==> src/hw/dm_split_pkg.sv <==
// Assumes byte addresses and lengths are multiples of 8 and lengths are nonzero; no tkeep
package dm_split_pkg;

    // ============================================================
    // Bus and field widths
    // ============================================================

    // Data bus width and the number of bytes carried by one beat
    localparam int BUS_W = 64;
    localparam int BUS_BYTES = 8;

    // Shift that turns a byte count into a beat count
    localparam int BEAT_SHIFT = $clog2(BUS_BYTES);

    // Header field widths, which together fill exactly one beat
    localparam int LEN_W = 13;
    localparam int ADDR_W = 40;
    localparam int TAG_W = 8;

    // Width of a beat count derived from a byte length
    localparam int BEATS_W = LEN_W - BEAT_SHIFT;

    // Largest chunk, which is also the alignment boundary for splits
    localparam int MAX_CHUNK_BYTES = 64;
    localparam int CHUNK_OFF_W = $clog2(MAX_CHUNK_BYTES);
    localparam logic [LEN_W-1:0] MAX_CHUNK_LEN = LEN_W'(MAX_CHUNK_BYTES);

    // Write payload buffering, kept a power of two so the pointers wrap on their own
    localparam int PAYLOAD_DEPTH = 16;
    localparam int PTR_W = $clog2(PAYLOAD_DEPTH);

    // ============================================================
    // Stream and header types
    // ============================================================

    typedef logic [BUS_W-1:0] bus_word_t;

    // The kind field sits in the top two bits of every header layout
    typedef enum logic [1:0] {
        KIND_READ  = 2'd0,
        KIND_WRITE = 2'd1,
        KIND_MSG   = 2'd2,
        KIND_RSVD  = 2'd3
    } req_kind_e;

    // Memory read or write request, with the byte length and byte address
    typedef struct packed {
        req_kind_e         kind;
        logic              final_chunk;
        logic [TAG_W-1:0]  tag;
        logic [LEN_W-1:0]  len;
        logic [ADDR_W-1:0] addr;
    } dm_req_hdr_t;

    // Message header, carried through untouched
    typedef struct packed {
        req_kind_e   kind;
        logic [7:0]  msg_code;
        logic [53:0] raw;
    } dm_msg_hdr_t;

    // One header beat, read through whichever layout its kind selects
    typedef union packed {
        dm_req_hdr_t req;
        dm_msg_hdr_t msg;
    } hdr_word_u;

endpackage

==> src/hw/hdr_data_separator.sv <==
// First beat of every packet is taken as a header; only write headers may be followed by data
module hdr_data_separator (
    input  logic                    clk,
    input  logic                    rst_n,
    input  logic                    i_in_valid,
    input  dm_split_pkg::bus_word_t i_in_data,
    input  logic                    i_in_last,
    output logic                    o_in_ready,
    output logic                    o_hdr_valid,
    input  logic                    i_hdr_ready,
    output dm_split_pkg::hdr_word_u o_hdr_data,
    output logic                    o_pay_valid,
    input  logic                    i_pay_ready,
    output dm_split_pkg::bus_word_t o_pay_data
);

    // High while the next input beat opens a new packet
    logic sop_q;
    // Held low through reset and the first cycle after it, so no input is taken early
    logic run_q;
    logic hdr_valid_q;
    dm_split_pkg::hdr_word_u hdr_data_q;
    logic hdr_free;
    logic in_fire;

    // The header slot can take a beat when empty or when its content leaves now
    assign hdr_free = !hdr_valid_q || i_hdr_ready;

    // Ready follows the stage that the current beat is headed for
    assign o_in_ready = run_q && (sop_q ? hdr_free : i_pay_ready);
    assign in_fire = i_in_valid && o_in_ready;

    // Payload beats pass straight on to the FIFO without a register
    assign o_pay_valid = i_in_valid && run_q && !sop_q;
    assign o_pay_data = i_in_data;

    assign o_hdr_valid = hdr_valid_q;
    assign o_hdr_data = hdr_data_q;

    always_ff @(posedge clk) begin
        if (!rst_n) begin
            run_q <= 1'b0;
            sop_q <= 1'b1;
            hdr_valid_q <= 1'b0;
        end else begin
            run_q <= 1'b1;
            // The beat after a last beat starts the next packet
            if (in_fire) begin
                sop_q <= i_in_last;
            end
            if (in_fire && sop_q) begin
                hdr_valid_q <= 1'b1;
            end else if (i_hdr_ready) begin
                hdr_valid_q <= 1'b0;
            end
        end
    end

    always_ff @(posedge clk) begin
        if (in_fire && sop_q) begin
            hdr_data_q <= i_in_data;
        end
    end

endmodule

==> src/hw/payload_fifo.sv <==
// Synchronous FIFO with a combinational read port; depth must be a power of two
module payload_fifo (
    input  logic                    clk,
    input  logic                    rst_n,
    input  logic                    i_wr_valid,
    input  dm_split_pkg::bus_word_t i_wr_data,
    output logic                    o_wr_ready,
    output logic                    o_rd_valid,
    input  logic                    i_rd_ready,
    output dm_split_pkg::bus_word_t o_rd_data
);

    dm_split_pkg::bus_word_t mem [dm_split_pkg::PAYLOAD_DEPTH];
    logic [dm_split_pkg::PTR_W-1:0] wr_ptr_q;
    logic [dm_split_pkg::PTR_W-1:0] rd_ptr_q;
    // One bit wider than the pointers so a full FIFO can be told from an empty one
    logic [dm_split_pkg::PTR_W:0] count_q;
    logic wr_fire;
    logic rd_fire;

    assign o_wr_ready = (count_q != dm_split_pkg::PAYLOAD_DEPTH);
    assign o_rd_valid = (count_q != '0);
    assign o_rd_data = mem[rd_ptr_q];

    assign wr_fire = i_wr_valid && o_wr_ready;
    assign rd_fire = o_rd_valid && i_rd_ready;

    always_ff @(posedge clk) begin
        if (!rst_n) begin
            wr_ptr_q <= '0;
            rd_ptr_q <= '0;
            count_q <= '0;
        end else begin
            if (wr_fire) begin
                wr_ptr_q <= wr_ptr_q + 1'b1;
            end
            if (rd_fire) begin
                rd_ptr_q <= rd_ptr_q + 1'b1;
            end
            // A push and a pop in the same cycle leave the count alone
            if (wr_fire && !rd_fire) begin
                count_q <= count_q + 1'b1;
            end else if (rd_fire && !wr_fire) begin
                count_q <= count_q - 1'b1;
            end
        end
    end

    always_ff @(posedge clk) begin
        if (wr_fire) begin
            mem[wr_ptr_q] <= i_wr_data;
        end
    end

endmodule

==> src/hw/req_chunker.sv <==
// Splits reads and writes at 64-byte boundaries; the incoming final-chunk flag is ignored
module req_chunker (
    input  logic                    clk,
    input  logic                    rst_n,
    input  logic                    i_hdr_valid,
    output logic                    o_hdr_ready,
    input  dm_split_pkg::hdr_word_u i_hdr_data,
    output logic                    o_chunk_valid,
    input  logic                    i_chunk_ready,
    output dm_split_pkg::hdr_word_u o_chunk_data
);

    // ============================================================
    // Request state
    // ============================================================

    // High while a request still has chunks to emit
    logic busy_q;
    // Original header, kept for the kind and tag and for message pass-through
    dm_split_pkg::hdr_word_u held_q;
    // Start address of the next chunk and the bytes not yet covered
    logic [dm_split_pkg::ADDR_W-1:0] cur_addr_q;
    logic [dm_split_pkg::LEN_W-1:0] rem_len_q;

    logic is_mem;
    logic [dm_split_pkg::LEN_W-1:0] addr_off;
    logic [dm_split_pkg::LEN_W-1:0] to_boundary;
    logic [dm_split_pkg::LEN_W-1:0] chunk_len;
    logic chunk_final;
    logic hdr_fire;
    logic chunk_fire;

    // ============================================================
    // Chunk sizing
    // ============================================================

    // Only reads and writes are split, every other kind is one header
    assign is_mem = (held_q.req.kind == dm_split_pkg::KIND_READ) ||
                    (held_q.req.kind == dm_split_pkg::KIND_WRITE);

    // Bytes from the current address up to the next aligned block edge
    assign addr_off = {{(dm_split_pkg::LEN_W - dm_split_pkg::CHUNK_OFF_W){1'b0}},
                       cur_addr_q[dm_split_pkg::CHUNK_OFF_W-1:0]};
    assign to_boundary = dm_split_pkg::MAX_CHUNK_LEN - addr_off;

    // The chunk stops at the block edge or at the end of the request
    assign chunk_len = (rem_len_q < to_boundary) ? rem_len_q : to_boundary;

    // Nothing is left once this chunk covers all remaining bytes
    assign chunk_final = !is_mem || (rem_len_q == chunk_len);

    always_comb begin
        o_chunk_data = held_q;
        if (is_mem) begin
            o_chunk_data.req.final_chunk = chunk_final;
            o_chunk_data.req.len = chunk_len;
            o_chunk_data.req.addr = cur_addr_q;
        end
    end

    // ============================================================
    // Handshakes
    // ============================================================

    assign o_chunk_valid = busy_q;
    assign chunk_fire = busy_q && i_chunk_ready;

    // A new header is taken only while idle or as the final chunk leaves
    assign o_hdr_ready = !busy_q || (i_chunk_ready && chunk_final);
    assign hdr_fire = i_hdr_valid && o_hdr_ready;

    always_ff @(posedge clk) begin
        if (!rst_n) begin
            busy_q <= 1'b0;
        end else if (hdr_fire) begin
            busy_q <= 1'b1;
        end else if (chunk_fire && chunk_final) begin
            busy_q <= 1'b0;
        end
    end

    always_ff @(posedge clk) begin
        if (hdr_fire) begin
            held_q <= i_hdr_data;
            cur_addr_q <= i_hdr_data.req.addr;
            rem_len_q <= i_hdr_data.req.len;
        end else if (chunk_fire) begin
            // Step past the chunk that has just been sent
            cur_addr_q <= cur_addr_q +
                          {{(dm_split_pkg::ADDR_W - dm_split_pkg::LEN_W){1'b0}}, chunk_len};
            rem_len_q <= rem_len_q - chunk_len;
        end
    end

endmodule

==> src/hw/chunk_merge.sv <==
// Write chunk lengths must be whole beats and the FIFO must hold the data in header order
module chunk_merge (
    input  logic                    clk,
    input  logic                    rst_n,
    input  logic                    i_chunk_valid,
    output logic                    o_chunk_ready,
    input  dm_split_pkg::hdr_word_u i_chunk_data,
    input  logic                    i_pay_valid,
    output logic                    o_pay_ready,
    input  dm_split_pkg::bus_word_t i_pay_data,
    output logic                    o_out_valid,
    input  logic                    i_out_ready,
    output dm_split_pkg::bus_word_t o_out_data,
    output logic                    o_out_last
);

    // Output register
    logic out_valid_q;
    dm_split_pkg::bus_word_t out_data_q;
    logic out_last_q;
    // High while data beats of the current write chunk are still owed
    logic in_data_q;
    logic [dm_split_pkg::BEATS_W-1:0] beats_left_q;

    logic out_free;
    logic [dm_split_pkg::BEATS_W-1:0] chunk_beats;
    logic chunk_fire;
    logic pay_fire;

    // The register can load when empty or when its beat leaves this cycle
    assign out_free = !out_valid_q || i_out_ready;

    // Only writes carry data, one beat per eight bytes of length
    assign chunk_beats = (i_chunk_data.req.kind == dm_split_pkg::KIND_WRITE) ?
                         i_chunk_data.req.len[dm_split_pkg::LEN_W-1:dm_split_pkg::BEAT_SHIFT] :
                         '0;

    // Headers and data take turns, so exactly one side is offered the register
    assign o_chunk_ready = out_free && !in_data_q;
    assign o_pay_ready = out_free && in_data_q;
    assign chunk_fire = i_chunk_valid && o_chunk_ready;
    assign pay_fire = i_pay_valid && o_pay_ready;

    assign o_out_valid = out_valid_q;
    assign o_out_data = out_data_q;
    assign o_out_last = out_last_q;

    always_ff @(posedge clk) begin
        if (!rst_n) begin
            out_valid_q <= 1'b0;
            in_data_q <= 1'b0;
            beats_left_q <= '0;
        end else if (chunk_fire) begin
            out_valid_q <= 1'b1;
            in_data_q <= (chunk_beats != '0);
            beats_left_q <= chunk_beats;
        end else if (pay_fire) begin
            out_valid_q <= 1'b1;
            beats_left_q <= beats_left_q - 1'b1;
            // Return to header mode after the chunk's final beat
            if (beats_left_q == 1) begin
                in_data_q <= 1'b0;
            end
        end else if (i_out_ready) begin
            out_valid_q <= 1'b0;
        end
    end

    always_ff @(posedge clk) begin
        if (chunk_fire) begin
            out_data_q <= i_chunk_data;
            // A header ends its packet only when no data follows it
            out_last_q <= (chunk_beats == '0);
        end else if (pay_fire) begin
            out_data_q <= i_pay_data;
            out_last_q <= (beats_left_q == 1);
        end
    end

endmodule

==> src/hw/dm_req_splitter.sv <==
// Request splitter top; input packets must be well formed, output is at least 3 cycles behind
module dm_req_splitter (
    input  logic                    clk,
    input  logic                    rst_n,
    input  logic                    i_in_valid,
    output logic                    o_in_ready,
    input  dm_split_pkg::bus_word_t i_in_data,
    input  logic                    i_in_last,
    output logic                    o_out_valid,
    input  logic                    i_out_ready,
    output dm_split_pkg::bus_word_t o_out_data,
    output logic                    o_out_last
);

    // Header link from the separator to the chunker
    logic hdr_valid;
    logic hdr_ready;
    dm_split_pkg::hdr_word_u hdr_data;

    // Write data from the separator into the FIFO
    logic sep_pay_valid;
    logic sep_pay_ready;
    dm_split_pkg::bus_word_t sep_pay_data;

    // Chunk headers from the chunker to the merge
    logic chunk_valid;
    logic chunk_ready;
    dm_split_pkg::hdr_word_u chunk_data;

    // Buffered write data from the FIFO to the merge
    logic fifo_pay_valid;
    logic fifo_pay_ready;
    dm_split_pkg::bus_word_t fifo_pay_data;

    hdr_data_separator u_separator (
        .clk         (clk),
        .rst_n       (rst_n),
        .i_in_valid  (i_in_valid),
        .i_in_data   (i_in_data),
        .i_in_last   (i_in_last),
        .o_in_ready  (o_in_ready),
        .o_hdr_valid (hdr_valid),
        .i_hdr_ready (hdr_ready),
        .o_hdr_data  (hdr_data),
        .o_pay_valid (sep_pay_valid),
        .i_pay_ready (sep_pay_ready),
        .o_pay_data  (sep_pay_data)
    );

    payload_fifo u_payload_fifo (
        .clk        (clk),
        .rst_n      (rst_n),
        .i_wr_valid (sep_pay_valid),
        .i_wr_data  (sep_pay_data),
        .o_wr_ready (sep_pay_ready),
        .o_rd_valid (fifo_pay_valid),
        .i_rd_ready (fifo_pay_ready),
        .o_rd_data  (fifo_pay_data)
    );

    req_chunker u_chunker (
        .clk           (clk),
        .rst_n         (rst_n),
        .i_hdr_valid   (hdr_valid),
        .o_hdr_ready   (hdr_ready),
        .i_hdr_data    (hdr_data),
        .o_chunk_valid (chunk_valid),
        .i_chunk_ready (chunk_ready),
        .o_chunk_data  (chunk_data)
    );

    chunk_merge u_merge (
        .clk           (clk),
        .rst_n         (rst_n),
        .i_chunk_valid (chunk_valid),
        .o_chunk_ready (chunk_ready),
        .i_chunk_data  (chunk_data),
        .i_pay_valid   (fifo_pay_valid),
        .o_pay_ready   (fifo_pay_ready),
        .i_pay_data    (fifo_pay_data),
        .o_out_valid   (o_out_valid),
        .i_out_ready   (i_out_ready),
        .o_out_data    (o_out_data),
        .o_out_last    (o_out_last)
    );

endmodule

==> config.mk <==
export PLATFORM = sky130hd
export DESIGN_NAME = dm_req_splitter
export DESIGN_NICKNAME = d
export VERILOG_FILES = /design/src/hw/dm_split_pkg.sv /design/src/hw/hdr_data_separator.sv /design/src/hw/payload_fifo.sv /design/src/hw/req_chunker.sv /design/src/hw/chunk_merge.sv /design/src/hw/dm_req_splitter.sv
export SDC_FILE = /design/constraint.sdc
export NUM_CORES = 1
export LEC_CHECK = 0
export BUFFER_PORTS_ARGS = -buffer_cell sky130_fd_sc_hd__buf_2
export CELL_PAD_IN_SITES_DETAIL_PLACEMENT = 1
export CELL_PAD_IN_SITES_GLOBAL_PLACEMENT = 1
export CORE_ASPECT_RATIO = 1.4
export CORE_MARGIN = 5
export CORE_UTILIZATION = 55
export DETAILED_ROUTE_END_ITERATION = 16
export GPL_ROUTABILITY_DRIVEN = 0
export PLACE_DENSITY = 0.88
export SLEW_MARGIN = 20
export SYNTH_ARGS = -nofsm -noshare
export SYNTH_HDL_FRONTEND = slang
export SYNTH_HIERARCHICAL = 1
export SYNTH_SLANG_ARGS = --single-unit
==> constraint.sdc <==
create_clock -name clk -period 13.4 [get_ports clk]
set_input_delay 1.34 -clock clk [delete_from_list [all_inputs] [get_ports clk]]
set_output_delay 1.34 -clock clk [all_outputs]
set_load 0.005 [all_outputs]
* Word-level counts from Yosys, hierarchy flattened *
Memories as Yosys holds them, arrays and structs flattened. A register that Yosys moved wholly into a read port is not among the register bits.
Index checks and enable logic that the tools add are counted.
W data, S select, Z words.

storage, ports and cells
  bits in latches = 0
  bits of input ports = 69
  memory bits (writable) = 1,024
  logic and storage cells = 102
  bits in read-only memories = 0
  memories kept = 1
  output and inout bits = 67
  register bits = 275

operators by class
  shift-type cells = 0
  muxes and demuxes = 32
  reductions and logical operators = 40
  bitwise gates (word level) = 0
  divide/modulo/power cells = 0
  $add $sub $neg = 8
  $lt $le $gt $ge = 1
  multiply operators = 0
  eq/ne operators = 4

memories
  memory              words  width  read ports  clocked after memory_dff  wr ports  RTL line            RTL
  u_payload_fifo.mem  16     64     1           1                         1         payload_fifo.sv:13  dm_split_pkg::bus_word_t mem [dm_split_pkg::PAYLOAD_DEPTH];

operators by type and width
  cell                     count
  $mux W64                 2
  $mux W40                 2
  $mux W53                 1
  $add A40 B13 Y40         1
  $mux W13                 3
  $mux W10                 3
  $mux W1                  17
  $logic_and A1 B1 Y1      15
  $eq A13 B13 Y1           1
  $lt A13 B13 Y1           1
  $sub A13 B13 Y13         1
  $reduce_bool A2 Y1       6
  $eq A10 B1 Y1 const B    1
  $logic_not A10 Y1        1
  $mux W5                  2
  $reduce_bool A10 Y1      1
  $sub A10 B1 Y10 const B  1
  $add A4 B1 Y4 const B    2
  $logic_not A1 Y1         8
  $mux W4                  2
  $sub A7 B6 Y8 const A    1
  $add A5 B1 Y5 const B    1
  $logic_or A1 B1 Y1       5
  $ne A5 B5 Y1 const B     1
  6 further kinds          6

* Longest topological paths before layout *
Gate-level depths: netlist of run 1.

  word-level depth = 13
  depth in mapped cells = 20
  depth with buffers taken out = 19

* Modules after synthesis *
The synthesis of run 1 kept the hierarchy.

modules (own cells, without submodules)
  module              cells each  instances  seq. area each (um2)  area an instance (um2)
  payload_fifo        1,669       1          31,089.8              39,160.1
  req_chunker         615         1          3,533.4               6,800.3
  chunk_merge         368         1          2,192.1               3,493.4
  hdr_data_separator  143         1          1,981.9               2,543.7

* Worst setup path before layout of run 1 *
Ideal clock, no wire load.

  path kind = reg2reg
  start point = register u_chunker/cur_addr_q[3] (netlist name)
  end point = register u_separator.hdr_data_q, in the netlist u_separator/o_hdr_data[0] (enable)
  slack = 5,008 ps
  stages on the path, launching flop included = 17
  data arrival time = 7,814 ps
  data required time = 12,822 ps
  clock period less this slack = 8,392 ps
  cell sequence = edfxtp_1 nor3_1 nand3_1 xor2_1 inv_1 ha_1 a21o_1 a211oi_2 o21ai_2 mux2i_1 inv_1 ha_1 nand3_1 and4bb_1 or2_2 and3b_4 nor3b_1

between the ends
  cells in the longest elaborated chain, start to end = 12

RTL lines
  what                    RTL line                  RTL
  from (decl)             req_chunker.sv:22         logic [dm_split_pkg::ADDR_W-1:0] cur_addr_q;
  from (signal assigned)  req_chunker.sv:85         cur_addr_q <= i_hdr_data.req.addr;
  from (signal assigned)  req_chunker.sv:89         cur_addr_q <= cur_addr_q +
  $sub A7 B6 Y8 *         req_chunker.sv:44         assign to_boundary = dm_split_pkg::MAX_CHUNK_LEN - addr_off;
  $lt A13 B13 Y1          req_chunker.sv:47         assign chunk_len = (rem_len_q < to_boundary) ? rem_len_q : to_boundary;
  $mux W13 *              req_chunker.sv:47
  $eq A13 B13 Y1 *        req_chunker.sv:50         assign chunk_final = !is_mem || (rem_len_q == chunk_len);
  $logic_or A1 B1 Y1 *    req_chunker.sv:50
  $logic_and A1 B1 Y1 *   req_chunker.sv:69         assign o_hdr_ready = !busy_q || (i_chunk_ready && chunk_final);
  $logic_or A1 B1 Y1 *    req_chunker.sv:69
  via hdr_ready           dm_req_splitter.sv:17     logic hdr_ready;
  $logic_or A1 B1 Y1 *    hdr_data_separator.sv:27  assign hdr_free = !hdr_valid_q || i_hdr_ready;
  $mux W1 *               hdr_data_separator.sv:30  assign o_in_ready = run_q && (sop_q ? hdr_free : i_pay_ready);
  $logic_and A1 B1 Y1 *   hdr_data_separator.sv:30
  $logic_and A1 B1 Y1 *   hdr_data_separator.sv:31  assign in_fire = i_in_valid && o_in_ready;
  $logic_and A1 B1 Y1 *   hdr_data_separator.sv:60  if (in_fire && sop_q) begin
  to (signal assigned)    hdr_data_separator.sv:61  hdr_data_q <= i_in_data;
  to (decl)               hdr_data_separator.sv:22  dm_split_pkg::hdr_word_u hdr_data_q;

The timed path passes the listed nets; every way through them passes the cells marked *.
A chain may end at the register's enable or synchronous reset.

* Worst setup path in the final report of run 1 *
  start point = register u_chunker/cur_addr_q[4] (netlist name)
  end point = output port o_in_ready

between the ends
  cells in the longest elaborated chain, start to end = 10

RTL lines
  what                   RTL line                  RTL
  $sub A7 B6 Y8 *        req_chunker.sv:44
  $lt A13 B13 Y1         req_chunker.sv:47
  $mux W13 *             req_chunker.sv:47
  $eq A13 B13 Y1 *       req_chunker.sv:50
  $logic_or A1 B1 Y1 *   req_chunker.sv:50
  $logic_and A1 B1 Y1 *  req_chunker.sv:69
  $logic_or A1 B1 Y1 *   req_chunker.sv:69
  via hdr_ready          dm_req_splitter.sv:17
  $logic_or A1 B1 Y1 *   hdr_data_separator.sv:27
  $mux W1 *              hdr_data_separator.sv:30
  $logic_and A1 B1 Y1 *  hdr_data_separator.sv:30
  to (decl)              dm_req_splitter.sv:6      output logic o_in_ready,

Marks and branches as above.

==> results of run 1 <==
state kept, by name, indices dropped and copies added, names as in the netlist, 4 cells and up, named ones only:
name / cells
u_chunker/rem_len_q: 13
u_payload_fifo/rd_ptr_q: 4
u_merge/beats_left_q: 10
u_chunker/held_q: 64
u_payload_fifo/mem: 1024
u_separator/o_hdr_data: 64
u_chunker/cur_addr_q: 40
u_payload_fifo/wr_ptr_q: 4
u_payload_fifo/count_q: 5
u_merge/o_out_data: 64
layout by cell type (no fill, tap or decap), types with 31 or more instances in the layout:
master     netlist  routed
edfxtp_1      1270    1270
nand2_1        351     349
mux4_2         256     256
buf_2           17     135
a22oi_1        128     128
clkbuf_16        0     115
buf_4           79      51
nor2_1          57      44
xnor2_1         41      41
inv_1           39      39
mux2_2          38      38
o21ai_0         39      38
ha_1            38      38
a21oi_1         36      36
dfxtp_1         33      31
kinds of logic after synthesis:
group | Yosys count | share of synthesized area
buf+inv | 245 | 0.0258
flops | 1303 | 0.746
xor+xnor | 52 | 0.00876
other cells | 1 | 0.0000721
simple gates | 540 | 0.0464
fa+ha+maj | 41 | 0.0103
compound gates | 310 | 0.0417
mux | 303 | 0.121
final cells by class:
type                            count  area (um^2)
Inverter                           40          153
Tap cell                         1215         1520
Antenna cell                        7         17.5
Clock buffer                      128         2930
Fill cell                        7981        36400
Multi-Input combinational cell   1252        12100
Clock inverter                     78          836
Timing Repair Buffer              189         1130
Sequential cell                  1303        38800
cell usage after synthesis, drive strengths merged (7+ instances only):
cell type and n:
xnor2 41, buf 134, o211ai 10, clkbuf 71, a22oi 128, and2 22, a211oi 19, a21o 7
inv 40, a21oi 37, nand3 23, nor3 13, nor4 10, mux2 38, edfxtp 1270, mux4 256
nor2b 9, nand2 351, xor2 11, nand4 11, nand2b 12, ha 38, a31oi 13, dfxtp 33
mux2i 9, o21a 7, o21ai 59, nor2 57
worst max-delay path, delay by kind of cell (launching register included):
kind,cells,cell delay (ns)
AO/OA/AOI/OAI,3,0.71
XOR/XNOR,1,0.28
adder cells (fa/ha/maj),2,0.73
buffers and inverters,3,0.37
flip-flops,1,0.50
multiplexers,1,0.36
AND/OR/NAND/NOR,7,1.95
routing by layer:
layer | vias up | share of wire | GRT usage
met4 | 10 | 0.049 | 0.132
met3 | 535 | 0.11 | 0.0640
met5 | - | 0.00044 | 0
met2 | 2474 | 0.51 | 0.511
met1 | 15100 | 0.33 | 0.374
li1 | 11300 | - | -
per-stage QoR:
| step | util | setup slack (ns) |
|---|---|---|
| after floorplan | - | 5.01 |
| after global placement | 0.571 | 7.90 |
| after detailed placement | 0.571 | 7.41 |
| after CTS | 0.611 | 6.57 |
| after global routing | 0.612 | 6.28 |
| final | 0.612 | 6.44 |
power groups by stage:
stage	Sequential [W]	Combinational (W)	Clock (W)
final	0.00455	0.000358	0.00342
after global routing	0.00455	0.000372	0.00366
after CTS	0.00455	0.000339	0.00342
after detailed placement	0.00463	0.000310	0
after global placement	0.00463	0.000282	0
after floorplan	0.00462	0.000214	0
how the worst max path moves through the flow:
stage / from / end / cells after the start
after floorplan: u_chunker/cur_addr_q[3] / u_separator/o_hdr_data[0] / 16
after global placement: u_chunker/cur_addr_q[3] / u_chunker/rem_len_q[10] / 18
after detailed placement: u_chunker/cur_addr_q[3] / u_chunker/rem_len_q[2] / 18
after CTS: u_chunker/cur_addr_q[3] / o_in_ready / 17
after global routing: u_chunker/cur_addr_q[4] / o_in_ready / 17
final: u_chunker/cur_addr_q[4] / o_in_ready / 17
==> metrics.yaml, run 1 <==
routedWlPerCell_um: 36.9
cts_buffers: 112
arrival_ns: 5.62
ctsHoldBuffers: 0
finalHoldViolCount: 0
required_ns: 12.06
holdPathEnd: "u_chunker/held_q[56]"
drtIter0Drc: 4395
finalSetupTns_ns: 0
yosysSeqAreaShare: 0.746
layoutNonFillerInstCount: 4212
rsz0062_at_grt: "no"
antenna_found_initial: 11
slowest_delay_ns: 0.50
drt-pass1-iter-count: 6
drive_above_1_share: 0.235
fp.dieW_um: 270
p_seq_frac: 0.546
cts_tree: "done"
place_area_um2: 53600
leakagePower_nw: 18.5
grt_pass1_wl_um: 221000
synth_ff_type: "edfxtp_1"
yosysTopAreaCell: "edfxtp_1"
post_cts_buffers: 0
core_region_area_um2: 93900
period_needed_ns: 6.96
r2r_start: "u_chunker/cur_addr_q[4]"
drtAntennaViolNets: 0
tightest_slew_ns: 1.29
worstPathCellList: "nor3_1, nand3_1, xor2_1, inv_1, ha_1, a21o_1, a211oi_2, o21ai_2, mux2i_1, inv_1, ha_1, nand3_1, and4bb_1, or2_2, and3b_4, nor3b_1, buf_2"
p_per_area_nw_per_um2: 145
worst_r2r_path_depth: 18
ys_async_sr_fraction: 0
r2r_slack_ns: 6.67
clock_sinks: 1303
final_nets: 3008
vdd.ir_drop.worst_mv: 0.107
dp_cells: 3997
die_y_um: 374
power_w: 0.00833
syn_area_um2: 52000
grt_usage: 0.300
p_int_w: 0.00650
vias: 29400
fmax_mhz: 144
setup_viol: 0
regToRegEndpoint: "u_chunker/rem_len_q[2]"
dp_hpwl_um: 78500
clock_latency_ns: 0.73
worst_setup_path_end_kind: "primary output"
synth-edff-count: 1270
cts_resized: 0
clkPwrFrac: 0.411
slew_headroom: 0.140
hold_depth: 0
worst-setup-path-type: "reg -> out"
syn_avg_cell_area_um2: 18.6
startpoint_type: "flop"
slowest_stage: "edfxtp_1"
synth_cell_types: 78
yosys-top-cells-area: "edfxtp_1 (73%), mux4_2 (11%), nand2_1 (2.5%), a22oi_1 (1.8%), dfxtp_1 (1.3%)"
route.detailed.drc: 0
ys_warn_count: 6
area_growth_pct: 10.5
cts_max_level: 3
synth_top_area_frac: 0.733
finalInstanceArea_um2: 57400
initial_core_util: 0.554
min_from: "u_separator/o_hdr_data[56]"
io_buffer_count: 135
fp-row-count: 133
ys_seq_elements: 1303
p_switching_w: 0.00183
grt_pass1_vias: 31000
whs_ns: 0.422
drv_slew: 0
power_frac_comb: 0.043
clockBufferDepth: 3
status: "finished clean"
clkTransAtPathRegs_ns: 0.07
p_sw_frac: 0.220
grt-ovfl-total: 0
hold_path.class: "reg -> reg"
vias_per_cell: 6.98
fin_skew_ns: 0.0322
drv_cap: 0
grt_max_degree: 118
cts_root_buf: "clkbuf_16"
drt-total-wl_um: 156000
crit_fanout: 7
die_area_um2: 101000
syn_inst: 2795
finalCritPeriodShare: 0.519
pin_count: 136
(Power assumes the default switching activity.)
==> run 2: changes to the inputs <==
--- a/config.mk
+++ b/config.mk
@@ -5,15 +5,16 @@
 export SDC_FILE = /design/constraint.sdc
 export NUM_CORES = 1
 export LEC_CHECK = 0
+export ABC_AREA = 1
 export BUFFER_PORTS_ARGS = -buffer_cell sky130_fd_sc_hd__buf_2
 export CELL_PAD_IN_SITES_DETAIL_PLACEMENT = 1
 export CELL_PAD_IN_SITES_GLOBAL_PLACEMENT = 1
 export CORE_ASPECT_RATIO = 1.4
 export CORE_MARGIN = 5
-export CORE_UTILIZATION = 55
+export CORE_UTILIZATION = 45
 export DETAILED_ROUTE_END_ITERATION = 16
 export GPL_ROUTABILITY_DRIVEN = 0
-export PLACE_DENSITY = 0.88
+export PLACE_DENSITY = 0.84
 export SLEW_MARGIN = 20
 export SYNTH_ARGS = -nofsm -noshare
 export SYNTH_HDL_FRONTEND = slang
==> constraint.sdc (replaced) <==
create_clock -name clk -period 6.15 [get_ports clk]
set_input_delay 0.615 -clock clk [delete_from_list [all_inputs] [get_ports clk]]
set_output_delay 0.615 -clock clk [all_outputs]
set_load 0.005 [all_outputs]
==> metrics.yaml, run 2 <==
p_per_area_nw_per_um2: 292
crit_fanout: 60
area_growth_pct: 9.93
grt-ovfl-total: 0
arrival_ns: 6.42
top_usage_layer: "met2"
syn_area_um2: 58400
yosysSeqAreaShare: 0.664
cts_resized: 0
hold_path.class: "in -> reg"
cts_tree: "done"
synth_cell_types: 50
clkTransAtPathRegs_ns: 0.06
drtAntennaViolNets: 0
period_needed_ns: 5.82
required_ns: 6.75
initial_core_util: 0.453
worst-setup-path-type: "reg -> reg"
antenna_found_initial: 23
cts_max_level: 3
ys_async_sr_fraction: 0
cts_buffers: 120
fillers: 14100
grt_max_degree: 178
tightest_slew_ns: 1.16
fin_ws_ns: 0.334
die_y_um: 436
slew_headroom: 0.229
setup_viol: 0
rsz0062_at_grt: "no"
worst_setup_path_end_kind: "flop"
worstPathCellList: "inv_1, ha_1, nand2_1, nor3_1, inv_1, ha_1, nand2_1, nand3_1, nor4_4, nand2_2, nand2_1, nand2_1, ha_1, nand2_1, nor2_1, nand4_1, nand2_1, nand2_1, nand2_2, nand2_2, inv_6, buf_4, nand2_1, o21ai_2"
cts_root_buf: "clkbuf_16"
final_common_cell: "nand2_1"
largest_reg_flops: 1024
ys_seq_elements: 1303
met3_usage: 0.0421
drv_slew: 0
route.detailed.drc: 0
power_w: 0.0187
drt-pass1-iter-count: 6
synthMuxAreaShare: 0
multi_input_area_um2: 14300
synth_top_family_by_area: "simple AND/OR/NAND/NOR gates"
grt_use_met2: 0.479
dp_hpwl_um: 110000
final_nets: 5859
core_region_area_um2: 129000
grt.met1_usage: 0.304
grt_usage: 0.266
yosys-top-cells-area: "edfxtp_1 (65%), nand2_1 (13%), nand3_1 (7.3%), inv_1 (5.8%), buf_2 (1.3%)"
vias_per_cell: 5.59
clock_latency_ns: 0.77
crit_top_cell: "nand2_1"
fmax_mhz: 172
fin_util: 0.498
ys_warn_count: 6
leakagePower_nw: 26.9
fin_skew_ns: 0.0481
post_cts_buffers: 0
synth_xor_area_frac: 0.00450
seqCellArea_um2: 38800
finalHoldViolCount: 0
clock_sinks: 1303
layout_common_cells: "nand2_1 (1,974), edfxtp_1 (1,270), inv_1 (907)"
grt_pass1_vias: 45500
slowest_stage: "inv_6"
drt-total-wl_um: 187000
drtIter0Drc: 4114
startpoint_type: "flop"
ctsHoldBuffers: 0
syn_inst: 5760
pin_count: 136
largest_register: "u_payload_fifo/mem"
dp_slack_ns: 0.501
status: "finished clean"
clockBufferDepth: 3
synth_ff_type: "edfxtp_1"
routedWlPerCell_um: 24.6
vias: 42400
synth-edff-count: 1270
drive_above_1_share: 0.0764
grt_pass1_wl_um: 277000
synthSimpleGateAreaFrac: 0.216
finalCritPeriodShare: 0.946
fp.dieW_um: 315
vdd.ir_drop.worst_mv: 0.223
synth_most_common_cell: "nand2_1"
drv_cap: 0
syn_avg_cell_area_um2: 10.1
finalSetupTns_ns: 0
synth_fa_ha_area_frac: 0.00917
die_area_um2: 137000
yosysTopAreaCell: "edfxtp_1"
slowest_delay_ns: 0.71
synthTopCellsByCount: "nand2_1 (1,974), edfxtp_1 (1,270), inv_1 (908)"
io_buffer_count: 135
synth_top_area_frac: 0.653
synth-compound-area-share: 0.0131
fp-row-count: 156
==> run 2: cell count changes after synthesis, moves of 30 or more <==
cell,delta
nand3_1,+836
nand2_1,+1623
xnor2_1,-30
buf_2,+132
a22oi_1,-128
nor2_1,+59
mux2_2,-38
inv_1,+869
clkbuf_1,-42
mux4_2,-256
==> run 2: critical path, delay by kind of cell, from the launching register on <==
| kind | cells | cell delay, ns |
|---|---|---|
| simple gates | 16 | 2.70 |
| flops | 1 | 0.44 |
| fa+ha+maj | 3 | 0.93 |
| compound gates | 1 | 0.11 |
| buf+inv | 4 | 1.41 |
==> run 2: logic make-up after synthesis <==
| group | Yosys count |
|---|---|
| DFF | 1303 |
| AOI/OAI and AO/OA | 131 |
| xor gates and xnor gates | 30 |
| other | 1 |
| buffers and inverters | 1244 |
| adders and majority gates | 41 |
| and+or+nand+nor | 3010 |
==> run 2: worst paths after layout <==
path                              startpoint  cells past startpoint  slack, ns                 endpoint
hold / removal                    i_in_valid                      3       0.18  u_separator/o_hdr_valid
setup / recovery     u_chunker/cur_addr_q[1]                     24       0.33  u_chunker/cur_addr_q[1]
hold reg to reg   u_separator/o_hdr_data[59]                      0       0.42     u_chunker/held_q[59]
setup reg to reg     u_chunker/cur_addr_q[1]                     24       0.33  u_chunker/cur_addr_q[1]
==> run 2: final cells by class <==
type                       count  share of cell area
clock buffer                 135              0.0478
sequential                  1303               0.604
timing repair buffer         188              0.0206
inverter                     918              0.0542
antenna                        7            0.000273
tap                         1738              0.0339
multi-input combinational   3218               0.223
clock inverter                91              0.0159
==> run 2: where the power goes <==
part | internal [W] | total (W) | switching (W)
Combinational | 0.000264 | 0.000951 | 0.000687
Sequential | 0.00985 | 0.00992 | 0.0000702
Clock | 0.00440 | 0.00786 | 0.00346
==> run 2: per-layer routing <==
layer / wire (um) / part of all wire / vias to the layer above
li1: - / - / 18600
met1: 67700 / 0.36 / 21400
met2: 96900 / 0.52 / 1848
met3: 12200 / 0.065 / 591
met4: 10200 / 0.054 / 16
met5: 112 / 0.00060 / -
==> run 2: through the flow <==
stage | instances | instance area (um^2) | hold WS (ns)
floorplan | 5765 | 58400 | 0.400
global placement | 7363 | 60100 | 0.401
detailed placement | 7363 | 60100 | 0.406
CTS | 7589 | 64200 | 0.140
global route | 7593 | 64200 | 0.176
finish | 7598 | 64200 | 0.179
